===== config.mk =====
export PLATFORM = sky130hd
export DESIGN_NAME = rp_top
export DESIGN_NICKNAME = d
export VERILOG_FILES = /design/src/verilog/rp_dsp_pkg.sv /design/src/verilog/rp_bus_pkg.sv /design/src/verilog/rp_regs.sv /design/src/verilog/rp_adc_front.sv /design/src/verilog/rp_linear.sv /design/src/verilog/rp_dac_out.sv /design/src/verilog/rp_top.sv
export SDC_FILE = /design/constraint.sdc
export NUM_CORES = 2
export LEC_CHECK = 0
export BUFFER_PORTS_ARGS = -buffer_cell sky130_fd_sc_hd__buf_4
export CORE_MARGIN = 4
export CORE_UTILIZATION = 25
export CTS_BUF_LIST = sky130_fd_sc_hd__clkbuf_16
export CTS_CLUSTER_SIZE = 8
export DETAILED_ROUTE_END_ITERATION = 10
export PLACE_DENSITY_LB_ADDON = 0.08
export SLEW_MARGIN = 10
export SYNTH_ARGS = -nofsm -noshare
export SYNTH_HDL_FRONTEND = slang
export SYNTH_SLANG_ARGS = --single-unit

===== constraint.sdc =====
create_clock -name adc_clk -period 12.2 [get_ports adc_clk]
set_input_delay 1.22 -clock adc_clk [delete_from_list [all_inputs] [get_ports adc_clk]]
set_output_delay 1.22 -clock adc_clk [all_outputs]
set_load 0.02 [all_outputs]

===== src/verilog/rp_dsp_pkg.sv =====
// sample path types
// signed samples, raw adc words and gain/offset calibration

package rp_dsp_pkg;

  // signed sample shared by adc and dac streams
  typedef logic signed [14-1:0] sample_t;

  // adc pin word, lowest 2 bits of the 16-bit bus are reserved
  typedef logic [16-1:2] adc_raw_t;

  // gain, 16384 stands for one
  typedef logic signed [16-1:0] gain_t;
  // offset added after scaling
  typedef logic signed [14-1:0] offset_t;

  // full product of sample and gain
  typedef logic signed [$bits(sample_t)+$bits(gain_t)-1:0] prod_t;

  // per channel calibration
  typedef struct packed {
    gain_t   gain;
    offset_t offset;
  } cal_t;

  // scaling constants
  parameter int unsigned GAIN_SHIFT = 14;
  parameter gain_t       GAIN_ONE   = 16'sd16384;

  // saturation limits of sample_t
  parameter sample_t SMP_MAX = 14'sd8191;
  parameter sample_t SMP_MIN = -14'sd8192;

endpackage : rp_dsp_pkg


===== src/verilog/rp_bus_pkg.sv =====
// register bus definitions
// request/response structs, register map and register word layout

package rp_bus_pkg;

  import rp_dsp_pkg::*;

  // address and data
  typedef logic [3-1:0]  addr_t;
  typedef logic [32-1:0] data_t;

  // register map
  parameter addr_t ADDR_CTL     = 3'd0;
  // first of the adc calibration words, one per channel
  parameter addr_t ADDR_ADC_CAL = 3'd1;
  // first of the dac calibration words
  parameter addr_t ADDR_DAC_CAL = 3'd3;

  // loop field width in the control word
  parameter int unsigned LOOP_W = 2;

  // master side, four-phase req/ack
  typedef struct packed {
    logic  req;
    logic  we;
    addr_t addr;
    data_t wdata;
  } bus_req_t;

  // slave side
  typedef struct packed {
    logic  ack;
    data_t rdata;
  } bus_rsp_t;

  // one data word, two views selected by address
  typedef union packed {
    struct packed {
      logic [2-1:0] pad;
      cal_t         cal;
    } cal;
    struct packed {
      logic [32-LOOP_W-1:0] pad;
      logic [LOOP_W-1:0]    loop;
    } ctl;
  } reg_word_u;

  // calibration after reset, unity gain and no offset
  parameter cal_t CAL_RESET = '{gain: GAIN_ONE, offset: 14'sd0};

endpackage : rp_bus_pkg


===== src/verilog/rp_regs.sv =====
// register bank
// four-phase req/ack access to loopback and calibration settings

module rp_regs import rp_dsp_pkg::*, rp_bus_pkg::*; #(
  parameter int unsigned CHN = 2
) (
  input  logic               adc_clk,
  input  logic               top_rst,
  // register bus
  input  bus_req_t           bus_req_i,
  output bus_rsp_t           bus_rsp_o,
  // settings
  output logic [CHN-1:0]     loop_o,
  output cal_t [CHN-1:0]     adc_cal_o,
  output cal_t [CHN-1:0]     dac_cal_o
);

  //////////////////////////////
  // local signals
  //////////////////////////////

  logic             ack_q;
  logic             access;
  data_t            rdata_q;
  reg_word_u        wr_word;
  reg_word_u        rd_word;
  logic [CHN-1:0]   loop_q;
  cal_t [CHN-1:0]   adc_cal_q;
  cal_t [CHN-1:0]   dac_cal_q;

  // access happens once, on the first cycle req is seen
  assign access  = bus_req_i.req & ~ack_q;
  assign wr_word = bus_req_i.wdata;

  //////////////////////////////
  // read decode
  //////////////////////////////

  always_comb begin
    // unmapped addresses and pad bits read zero
    rd_word = '0;
    if (bus_req_i.addr == ADDR_CTL) begin
      rd_word.ctl.loop[CHN-1:0] = loop_q;
    end
    for (int i = 0; i < CHN; i++) begin
      if (bus_req_i.addr == addr_t'(ADDR_ADC_CAL + i)) begin
        rd_word.cal.cal = adc_cal_q[i];
      end
      if (bus_req_i.addr == addr_t'(ADDR_DAC_CAL + i)) begin
        rd_word.cal.cal = dac_cal_q[i];
      end
    end
  end

  //////////////////////////////
  // settings and handshake
  //////////////////////////////

  always_ff @(posedge adc_clk or posedge top_rst) begin
    if (top_rst) begin
      ack_q     <= 1'b0;
      loop_q    <= '0;
      adc_cal_q <= {CHN{CAL_RESET}};
      dac_cal_q <= {CHN{CAL_RESET}};
    end else begin
      // ack follows req by one cycle, both edges
      ack_q <= bus_req_i.req;
      if (access && bus_req_i.we) begin
        if (bus_req_i.addr == ADDR_CTL) begin
          loop_q <= wr_word.ctl.loop[CHN-1:0];
        end
        for (int i = 0; i < CHN; i++) begin
          if (bus_req_i.addr == addr_t'(ADDR_ADC_CAL + i)) begin
            adc_cal_q[i] <= wr_word.cal.cal;
          end
          if (bus_req_i.addr == addr_t'(ADDR_DAC_CAL + i)) begin
            dac_cal_q[i] <= wr_word.cal.cal;
          end
        end
      end
    end
  end

  // read data captured with the access
  always_ff @(posedge adc_clk) begin
    if (access) begin
      rdata_q <= rd_word;
    end
  end

  assign bus_rsp_o = '{ack: ack_q, rdata: rdata_q};
  assign loop_o    = loop_q;
  assign adc_cal_o = adc_cal_q;
  assign dac_cal_o = dac_cal_q;

  // ack only rises while req is still held
  a_ack_rise : assert property (@(posedge adc_clk) disable iff (top_rst)
    $rose(bus_rsp_o.ack) |-> bus_req_i.req)
    else $error("ERR ack rose without req");

  // master holds the access stable until it is acknowledged
  a_req_stable : assert property (@(posedge adc_clk) disable iff (top_rst)
    bus_req_i.req && !bus_rsp_o.ack |=>
      bus_req_i.req && $stable({bus_req_i.we, bus_req_i.addr, bus_req_i.wdata}))
    else $error("ERR request changed before ack");

endmodule : rp_regs


===== src/verilog/rp_adc_front.sv =====
// adc front end
// captures raw adc words, converts offset binary to signed, loopback select

module rp_adc_front import rp_dsp_pkg::*; #(
  parameter int unsigned CHN = 2
) (
  input  logic                adc_clk,
  input  logic                top_rst,
  // adc pins
  input  adc_raw_t [CHN-1:0]  adc_dat_i,
  // loopback control and source
  input  logic [CHN-1:0]      loop_i,
  input  sample_t [CHN-1:0]   dac_smp_i,
  // toward adc calibration
  output sample_t [CHN-1:0]   adc_smp_o
);

  //////////////////////////////
  // capture
  //////////////////////////////

  sample_t [CHN-1:0] adc_q;

  // one register stage at the pins
  always_ff @(posedge adc_clk or posedge top_rst) begin
    if (top_rst) begin
      adc_q <= '0;
    end else begin
      for (int i = 0; i < CHN; i++) begin
        // msb kept, rest inverted
        // offset binary with negative slope becomes signed
        adc_q[i] <= {adc_dat_i[i][16-1], ~adc_dat_i[i][16-2:2]};
      end
    end
  end

  //////////////////////////////
  // loopback mux
  //////////////////////////////

  // combinational, looped sample skips the capture stage
  always_comb begin
    for (int i = 0; i < CHN; i++) begin
      adc_smp_o[i] = loop_i[i] ? dac_smp_i[i] : adc_q[i];
    end
  end

endmodule : rp_adc_front


===== src/verilog/rp_linear.sv =====
// linear calibration
// two-stage gain, offset and saturation for CHN sample streams

module rp_linear import rp_dsp_pkg::*; #(
  parameter int unsigned CHN = 2
) (
  input  logic               adc_clk,
  input  logic               top_rst,
  // sample stream in
  input  sample_t [CHN-1:0]  smp_i,
  // per channel gain and offset
  input  cal_t [CHN-1:0]     cal_i,
  // calibrated stream out
  output sample_t [CHN-1:0]  smp_o
);

  //////////////////////////////
  // stage 1, multiply
  //////////////////////////////

  prod_t [CHN-1:0]   prod_q;
  offset_t [CHN-1:0] off_q;
  sample_t [CHN-1:0] sat;

  // offset travels with its product
  // so one sample sees one calibration setting
  always_ff @(posedge adc_clk or posedge top_rst) begin
    if (top_rst) begin
      prod_q <= '0;
      off_q  <= '0;
    end else begin
      for (int i = 0; i < CHN; i++) begin
        prod_q[i] <= smp_i[i] * cal_i[i].gain;
        off_q[i]  <= cal_i[i].offset;
      end
    end
  end

  //////////////////////////////
  // stage 2, scale and clip
  //////////////////////////////

  always_comb begin
    // one spare bit above the product holds the offset carry
    logic signed [$bits(prod_t):0] sum;
    for (int i = 0; i < CHN; i++) begin
      sum = (prod_q[i] >>> GAIN_SHIFT) + off_q[i];
      // clip to sample range
      if (sum > SMP_MAX) begin
        sat[i] = SMP_MAX;
      end else if (sum < SMP_MIN) begin
        sat[i] = SMP_MIN;
      end else begin
        sat[i] = sample_t'(sum);
      end
    end
  end

  always_ff @(posedge adc_clk or posedge top_rst) begin
    if (top_rst) begin
      smp_o <= '0;
    end else begin
      smp_o <= sat;
    end
  end

  // X on a stage input shows up here two cycles later
  a_no_x : assert property (@(posedge adc_clk) disable iff (top_rst) !$isunknown(smp_o))
    else $error("ERR calibrated sample unknown");

endmodule : rp_linear


===== src/verilog/rp_dac_out.sv =====
// dac output formatter
// signed samples to offset binary with inverted slope, registered

module rp_dac_out import rp_dsp_pkg::*; #(
  parameter int unsigned CHN = 2
) (
  input  logic                    adc_clk,
  input  logic                    top_rst,
  // calibrated generator samples
  input  sample_t [CHN-1:0]       smp_i,
  // dac pins, both channels in parallel
  output logic [CHN-1:0][14-1:0]  dac_dat_o
);

  // code of a zero sample, the dac midscale
  localparam logic [14-1:0] DAC_ZERO = {1'b0, {13{1'b1}}};

  //////////////////////////////
  // output register
  //////////////////////////////

  always_ff @(posedge adc_clk or posedge top_rst) begin
    if (top_rst) begin
      dac_dat_o <= {CHN{DAC_ZERO}};
    end else begin
      for (int i = 0; i < CHN; i++) begin
        // sign kept, magnitude bits flipped
        dac_dat_o[i] <= {smp_i[i][14-1], ~smp_i[i][14-2:0]};
      end
    end
  end

endmodule : rp_dac_out


===== src/verilog/rp_top.sv =====
// acquisition and generation signal path
// register bank, adc front end, calibration stages and dac formatter

module rp_top import rp_dsp_pkg::*, rp_bus_pkg::*; #(
  parameter int unsigned CHN = 2
) (
  input  logic                    adc_clk,
  input  logic                    top_rst,
  // adc pins
  input  adc_raw_t [CHN-1:0]      adc_dat_i,
  // generator samples
  input  sample_t [CHN-1:0]       gen_dat_i,
  // register bus
  input  bus_req_t                bus_req_i,
  output bus_rsp_t                bus_rsp_o,
  // calibrated acquisition stream
  output sample_t [CHN-1:0]       osc_dat_o,
  // dac pins
  output logic [CHN-1:0][14-1:0]  dac_dat_o
);

  //////////////////////////////
  // local signals
  //////////////////////////////

  // settings
  logic [CHN-1:0]    loop;
  cal_t [CHN-1:0]    adc_cal;
  cal_t [CHN-1:0]    dac_cal;
  // streams between blocks
  sample_t [CHN-1:0] adc_smp;
  sample_t [CHN-1:0] dac_smp;

  // decode
  rp_regs #(.CHN (CHN)) regs_i (
    .adc_clk   (adc_clk),
    .top_rst   (top_rst),
    .bus_req_i (bus_req_i),
    .bus_rsp_o (bus_rsp_o),
    .loop_o    (loop),
    .adc_cal_o (adc_cal),
    .dac_cal_o (dac_cal)
  );

  //////////////////////////////
  // acquisition
  //////////////////////////////

  // capture plus loopback select
  rp_adc_front #(.CHN (CHN)) adc_front_i (
    .adc_clk   (adc_clk),
    .top_rst   (top_rst),
    .adc_dat_i (adc_dat_i),
    .loop_i    (loop),
    .dac_smp_i (dac_smp),
    .adc_smp_o (adc_smp)
  );

  rp_linear #(.CHN (CHN)) linear_adc (
    .adc_clk (adc_clk),
    .top_rst (top_rst),
    .smp_i   (adc_smp),
    .cal_i   (adc_cal),
    .smp_o   (osc_dat_o)
  );

  //////////////////////////////
  // generation
  //////////////////////////////

  // output also feeds the loopback path
  rp_linear #(.CHN (CHN)) linear_dac (
    .adc_clk (adc_clk),
    .top_rst (top_rst),
    .smp_i   (gen_dat_i),
    .cal_i   (dac_cal),
    .smp_o   (dac_smp)
  );

  rp_dac_out #(.CHN (CHN)) dac_out_i (
    .adc_clk   (adc_clk),
    .top_rst   (top_rst),
    .smp_i     (dac_smp),
    .dac_dat_o (dac_dat_o)
  );

endmodule : rp_top


=== Yosys cells after proc, flatten, opt, wreduce, memory -nomap -nowiden ===
Cells that the tools add are included.

* Register bits after elaboration: 441
* Input port bits: 95
* Output and inout bits: 89
* Logic and storage cells: 75

* Add/sub/neg operators: 4
* Multiply operators: 4
* $lt $le $gt $ge: 8
* Equal/unequal tests: 4
* Muxes and demuxes: 15
* Bitwise logic cells: 6
* Reduce and logical (&&, ||, !) cells: 7

{| class="wikitable"
|+ Operator list
! operator !! number
|-
| $mux 14 || 10
|-
| $gt 31x14->1 const B || 4
|-
| $lt 31x14->1 const B || 4
|-
| $mul 14x16->30 || 4
|-
| $mux 30 || 4
|-
| $add 16x14->17 || 4
|-
| $not 13->13 || 4
|-
| $reduce_and 2->1 || 5
|-
| $eq 3x2->1 const B || 2
|-
| $eq 3x1->1 const B || 1
|-
| $eq 3x3->1 const B || 1
|-
| $logic_not 3->1 || 1
|-
| $mux 2 || 1
|-
| $and 1x1->1 || 1
|-
| $logic_and 1x1->1 || 1
|-
| $not 1->1 || 1
|}

=== Depth between registers and ports, before layout ===
* Depth after elaboration: 6
* Gate-level depth with buffers: 26

=== Modules after synthesis ===
Synthesis repeated with hierarchy kept, for this count alone.

* Cell total of the unflattened synthesis: 4707
* Area, all modules: 48211.2 sq um

{| class="wikitable"
|+ Modules (own cells, without submodules)
! module !! instances !! cells each !! area an instance (sq um) !! sequential area each (sq um)
|-
| rp_linear (linear_adc) || 1 || 2086 || 19947.9 || 2202.1
|-
| rp_linear (linear_dac) || 1 || 2040 || 19745.2 || 2202.1
|-
| rp_regs || 1 || 441 || 6543.8 || 3983.8
|-
| rp_adc_front || 1 || 85 || 1139.8 || 700.7
|-
| rp_dac_out || 1 || 55 || 834.6 || 733.2
|}

=== Least setup slack after synthesis ===
OpenSTA, ideal clock, no wires.

* Kind: input to register
* Start: input port gen_dat_i[2] in the netlist's numbering
* End: register linear_dac.prod_q[29] in the netlist's numbering
* Setup time: 136 ps
* Arrival time: 6617 ps
* Data required time: 12064 ps
* Setup slack: 5447 ps
* Stages on the path: 21
* Cells stage by stage: clkbuf_1 nand2_1 fa_1 inv_1 fa_1 inv_1 fa_1 inv_1 fa_1 fa_1 inv_1 fa_1 inv_1 ha_1 o21ai_0 nand2b_1 a21oi_1 o21ai_0 a211o_1 a2111oi_0 nor3b_1

* Cells in the longest elaborated chain, start to end: 1

{| class="wikitable"
|+ RTL lines
! element !! RTL line !! text
|-
| start, declared || rp_top.sv:12 || <nowiki>input sample_t [CHN-1:0] gen_dat_i,</nowiki>
|-
| $mul 14x16->30 || rp_linear.sv:33 || <nowiki>prod_q[i] <= smp_i[i] * cal_i[i].gain;</nowiki>
|-
| end signal, assigned by index || rp_linear.sv:33 ||
|-
| end, declared || rp_linear.sv:21 || <nowiki>prod_t [CHN-1:0] prod_q;</nowiki>
|}

No other way between the ends.
A chain may end at the register's enable or synchronous reset.

=== Worst setup path after layout ===
* Start: register regs_i.loop_q[1] (netlist: regs_i.loop_o[1])
* End: register linear_adc.prod_q[59] in the netlist's numbering

* Cells in the longest elaborated chain, start to end: 2

{| class="wikitable"
|+ RTL lines
! element !! RTL line !! text
|-
| start, declared || rp_regs.sv:27 || <nowiki>logic [CHN-1:0] loop_q;</nowiki>
|-
| start signal, assigned || rp_regs.sv:70 || <nowiki>loop_q <= wr_word.ctl.loop[CHN-1:0];</nowiki>
|-
| $mux 14 || rp_adc_front.sv:44 || <nowiki>adc_smp_o[i] = loop_i[i] ? dac_smp_i[i] : adc_q[i];</nowiki>
|-
| $mul 14x16->30 || rp_linear.sv:33 ||
|-
| end signal, assigned by index || rp_linear.sv:33 ||
|-
| end, declared || rp_linear.sv:21 ||
|}

No other way between the ends.

==> reports/summary.log <==
qor: run_status.run_status completed
qor: clock_tree.setup_bufs_post_cts 0
qor: clock_tree.cts_made_buffers 58
qor: sta.max-slew-margin-rel 0.2390
qor: route.drc 0
qor: clock_tree.cts.path.max_buffers 3
qor: sta.fin_worst_skew 30.69 ps
qor: sta.rsz0062_at_grt no
qor: cells_and_area.layout.nets 6091
qor: synth.yosys.cell_types.count 75
qor: clock_tree.clk-insertion-delay-late 680 ps
qor: worst_setup_path.cp_data_required_time 12780 ps
qor: grt.grt_start_max_net_pins 80
qor: route.detailedRoute.firstPassIterationCount 7
qor: synth.synthCells 4650
qor: grt.grt_overflow_total 0
qor: worst_setup_path.cp.arrival 7720 ps
qor: route.final_antenna_net_count 0
qor: place.place.gp.congestion 0.7826
qor: sta.layout_min_cycle_time 7142 ps
qor: route.wire_per_inst 21.14 um
qor: place.place.port_buffers 179
qor: clock_tree.post_cts_resized 0
qor: worst_setup_path.critPathSlowestCell sky130_fd_sc_hd__mux2_2
qor: route.avgViaCountPerCell 4.237
qor: grt.first_global_vias 35228
qor: floorplanning.die_width 444.9 um
qor: grt.number_of_antenna_violations_at_the_first_check_in_global_routing 21
qor: worst_setup_path.worst_setup_path_end_kind flip-flop
qor: floorplanning.die-height 444.9 um
qor: place.hpwlAfterDp 125000 um
qor: synth.synth_seq_area_share 0.2059
qor: worst_setup_path.rrSetupSlack 5060 ps
qor: cells_and_area.final_layout_size_suffix_gt1_frac 0.1055
qor: floorplanning.die_area 197900 um2
qor: route.via_count 31181
qor: floorplanning.start_util 0.2511
qor: grt.grt_first_pass_wirelength 235300 um
qor: clock_tree.htreeDepth 2
qor: synth.synthArstFlopShare 0.9221
qor: route.drt_first_iter_violations 1391
qor: clock_tree.ctsHoldBuffers 0
qor: synth.number_of_enable_flip_flop_cells_after_synthesis 30
qor: clock_tree.tritoncts_num_sinks 385
qor: worst_setup_path.worstSetupStartpoint regs_i.loop_o[1]
qor: worst_setup_path.cpPeakStageDelay 580 ps
qor: place.detailedPlace.worstSlack 4671 ps
qor: worst_setup_path.rr_startpoint regs_i.loop_o[1]
qor: synth.synthesis.yosys.warnings 0
qor: clock_tree.worst_setup_hold_path_clk_slew 60 ps
qor: sta.setup_slack 5058 ps
qor: clock_tree.cts_tree yes
qor: synth.synth_seq_cells 385
qor: clock_tree.root_buffer sky130_fd_sc_hd__clkbuf_16
qor: worst_setup_path.critical_path.endpoint linear_adc.prod_q[59]
qor: sta.final-max-slew-violation-count 0
qor: synth.synth_area_per_cell 10.26 um2
qor: worst_setup_path.cpMostUsedCell sky130_fd_sc_hd__fa_1
qor: worst_setup_path.timing.critical_path.cells buf_4 -> mux2_2 -> and2_1 -> fa_1 -> inv_1 -> fa_1 -> inv_1 -> fa_1 -> fa_1 -> fa_1 -> inv_1 -> fa_1 -> inv_1 -> ha_1 -> a21o_1 -> a21oi_1 -> o21ai_0 -> a2111oi_4 -> o211ai_1 -> nand2_1 -> o21ai_1 -> o41ai_1 -> xnor2_1
qor: synth.synth_ff_type sky130_fd_sc_hd__dfrtp_1
qor: hold_path.hold_path.class reg -> reg
qor: sta.fin_setup_tns 0 ps
qor: worst_setup_path.reg2regPathDepth 23
qor: floorplanning.row_count 160
qor: sta.worst-slew-pin-transition 1136 ps
qor: worst_setup_path.crit_path_max_fanout 16
qor: run.max_cap_check_violation_count 0
qor: floorplanning.fp.coreArea 190000 um2
qor: sta.fmax 0.1400 GHz
qor: worst_setup_path.timing.setup.critical_path_class reg -> reg
qor: worst_setup_path.critical_path_start_type flip-flop
qor: sta.min_period_over_period 0.5854
qor: synth.syn-cell-area 47710 um2
qor: sta.final-hold-violation-count 0
qor: sta.number_of_setup_violations_in_the_final_report 0
qor: grt.grtUsageTotal 0.1602
qor: cells_and_area.areaGrowthSynthToFinish 12.76%
qor: floorplanning.io-pin-count 184
qor: route.route.final.wire_length 155600 um
qor: worst_setup_path.worst_reg2reg_path_endpoint linear_adc.prod_q[59]
-- layout make-up --
type                    count  area, um2
flip-flops and latches    385       9822
inverters                1042       3919
clock buffers              59       1476
clock inverters            51      279.0
multi-input cells        3060      33350
diodes                     15      37.54
fillers                 20096     136200
repair buffers            237       1779
well taps                2511       3142
-- worst max-delay path: cells and delay by family, from the launching register on --
family / cells / cell delay [ps]
adder cells (fa/ha/maj): 7 / 3300
AO/OA/AOI/OAI: 7 / 1680
multiplexers: 1 / 580
buffers and inverters: 5 / 530
AND/OR/NAND/NOR: 2 / 420
flip-flops: 1 / 320
XOR/XNOR: 1 / 170
-- sequential cells by signal (all words and copies together), names as in the netlist --
| signal | flops |
|---|---|
| adc_front_i.adc_q | 28 |
| dac_out_i.dac_dat_o | 28 |
| linear_adc.off_q | 28 |
| linear_adc.prod_q | 32 |
| linear_adc.smp_o | 28 |
| linear_dac.off_q | 28 |
| linear_dac.prod_q | 32 |
| linear_dac.smp_o | 28 |
| regs_i.ack_q | 1 |
| regs_i.adc_cal_o | 60 |
| regs_i.dac_cal_o | 60 |
| regs_i.loop_o | 2 |
| regs_i.rdata_q | 30 |
-- cells by family (layout without fill, tap and decap cells) --
kind of cell,count (synthesis),count (layout),share of synthesized area
AOI/OAI and AO/OA,378,378,0.05289
xor gates and xnor gates,147,147,0.02698
adders and majority gates,1212,1212,0.4557
buffers and inverters,1206,1389,0.09577
DFF,385,385,0.2059
muxes,184,184,0.04280
other,1,17,0.00007860
and+or+nand+nor,1137,1137,0.1199
-- cells in the final DEF (no fill, tap or decap), types with 70 or more instances in the layout --
master	instances
sky130_fd_sc_hd__inv_1	1079
sky130_fd_sc_hd__fa_1	876
sky130_fd_sc_hd__nand2_1	416
sky130_fd_sc_hd__ha_1	336
sky130_fd_sc_hd__dfrtp_1	325
sky130_fd_sc_hd__and2_1	260
sky130_fd_sc_hd__buf_4	237
sky130_fd_sc_hd__nor2b_1	162
sky130_fd_sc_hd__mux2_2	137
sky130_fd_sc_hd__nor2_1	127
sky130_fd_sc_hd__xnor2_1	104
sky130_fd_sc_hd__o21ai_0	85
sky130_fd_sc_hd__a21oi_1	70
-- cell usage after synthesis (4+ instances only) --
library cell                count  area (um2)
sky130_fd_sc_hd__inv_1       1041        3908
sky130_fd_sc_hd__fa_1         876       17540
sky130_fd_sc_hd__nand2_1      416        1562
sky130_fd_sc_hd__ha_1         336        4204
sky130_fd_sc_hd__dfrtp_1      325        8133
sky130_fd_sc_hd__and2_1       260        1627
sky130_fd_sc_hd__nor2b_1      163        1020
sky130_fd_sc_hd__clkbuf_1     145       544.3
sky130_fd_sc_hd__mux2_2       137        1543
sky130_fd_sc_hd__nor2_1       127       476.7
sky130_fd_sc_hd__xnor2_1      104       910.9
sky130_fd_sc_hd__o21ai_0       85       425.4
sky130_fd_sc_hd__a21oi_1       70       350.3
sky130_fd_sc_hd__nand2b_1      52       325.3
sky130_fd_sc_hd__mux2i_1       44       440.4
sky130_fd_sc_hd__xor2_1        43       376.6
sky130_fd_sc_hd__a21o_1        36       270.3
sky130_fd_sc_hd__o22ai_1       33       206.5
sky130_fd_sc_hd__a22oi_1       31       232.7
sky130_fd_sc_hd__dfstp_2       30       788.3
sky130_fd_sc_hd__edfxtp_1      30       900.9
sky130_fd_sc_hd__nand3_1       25       125.1
sky130_fd_sc_hd__nor3_1        22       110.1
sky130_fd_sc_hd__o21a_1        21       157.7
sky130_fd_sc_hd__a31oi_1       19       118.9
sky130_fd_sc_hd__or2_2         15       93.84
sky130_fd_sc_hd__and3_1        13       81.33
sky130_fd_sc_hd__nand4_1       12       75.07
sky130_fd_sc_hd__buf_1         11       41.29
sky130_fd_sc_hd__o21bai_1       9       67.56
sky130_fd_sc_hd__or3_1          9       56.30
sky130_fd_sc_hd__o211ai_1       8       60.06
sky130_fd_sc_hd__a211oi_1       7       52.55
sky130_fd_sc_hd__nand3b_1       7       52.55
sky130_fd_sc_hd__a211o_1        6       52.55
sky130_fd_sc_hd__o31ai_1        6       45.04
sky130_fd_sc_hd__a31o_2         5       43.79
sky130_fd_sc_hd__a2111oi_0      4       35.03
sky130_fd_sc_hd__buf_6          4       45.04
sky130_fd_sc_hd__nor3b_1        4       30.03
sky130_fd_sc_hd__nor4_1         4       25.02
sky130_fd_sc_hd__or4_1          4       30.03
-- through the flow --
stage / hold slack, ps / util / instances / area, um2
after global placement: 376.3 / 0.2737 / 7235 / 52010
final: 398.1 / 0.2832 / 7360 / 53800
after global routing: 412.4 / 0.2831 / 7352 / 53780
after detailed placement: 384.9 / 0.2737 / 7235 / 52010
after CTS: 389.8 / 0.2830 / 7345 / 53760
after floorplan: 353.4 / - / 4651 / 47720
-- worst min path at each step --
| stage | slack (ps) | start | endpoint | cells after the start |
|---|---|---|---|---|
| 6_report | 400 | regs_i.adc_cal_o[35] | linear_adc.off_q[19] | 0 |
| 5_1_grt | 410 | regs_i.dac_cal_o[4] | linear_dac.off_q[4] | 0 |
| 4_1_cts | 390 | regs_i.adc_cal_o[34] | linear_adc.off_q[18] | 0 |
| 3_5_place_dp | 380 | linear_dac.smp_o[17] | dac_out_i.dac_dat_o[17] | 1 |
| 3_3_place_gp | 380 | linear_dac.smp_o[17] | dac_out_i.dac_dat_o[17] | 1 |
| 2_1_floorplan | 350 | linear_dac.smp_o[13] | dac_out_i.dac_dat_o[13] | 0 |
-- layer usage --
layer  vias up  GRT usage  share of wire
met2       430     0.2773           0.50
met4         0    0.04829          0.030
met3       123    0.01334          0.027
met5         -          0              0
met1     16228     0.2133           0.45
li1      14400          -              -
Power is left out: the tool's default activity adds up to more than one toggle a clock period on the data nets, which glitch-free logic cannot reach.
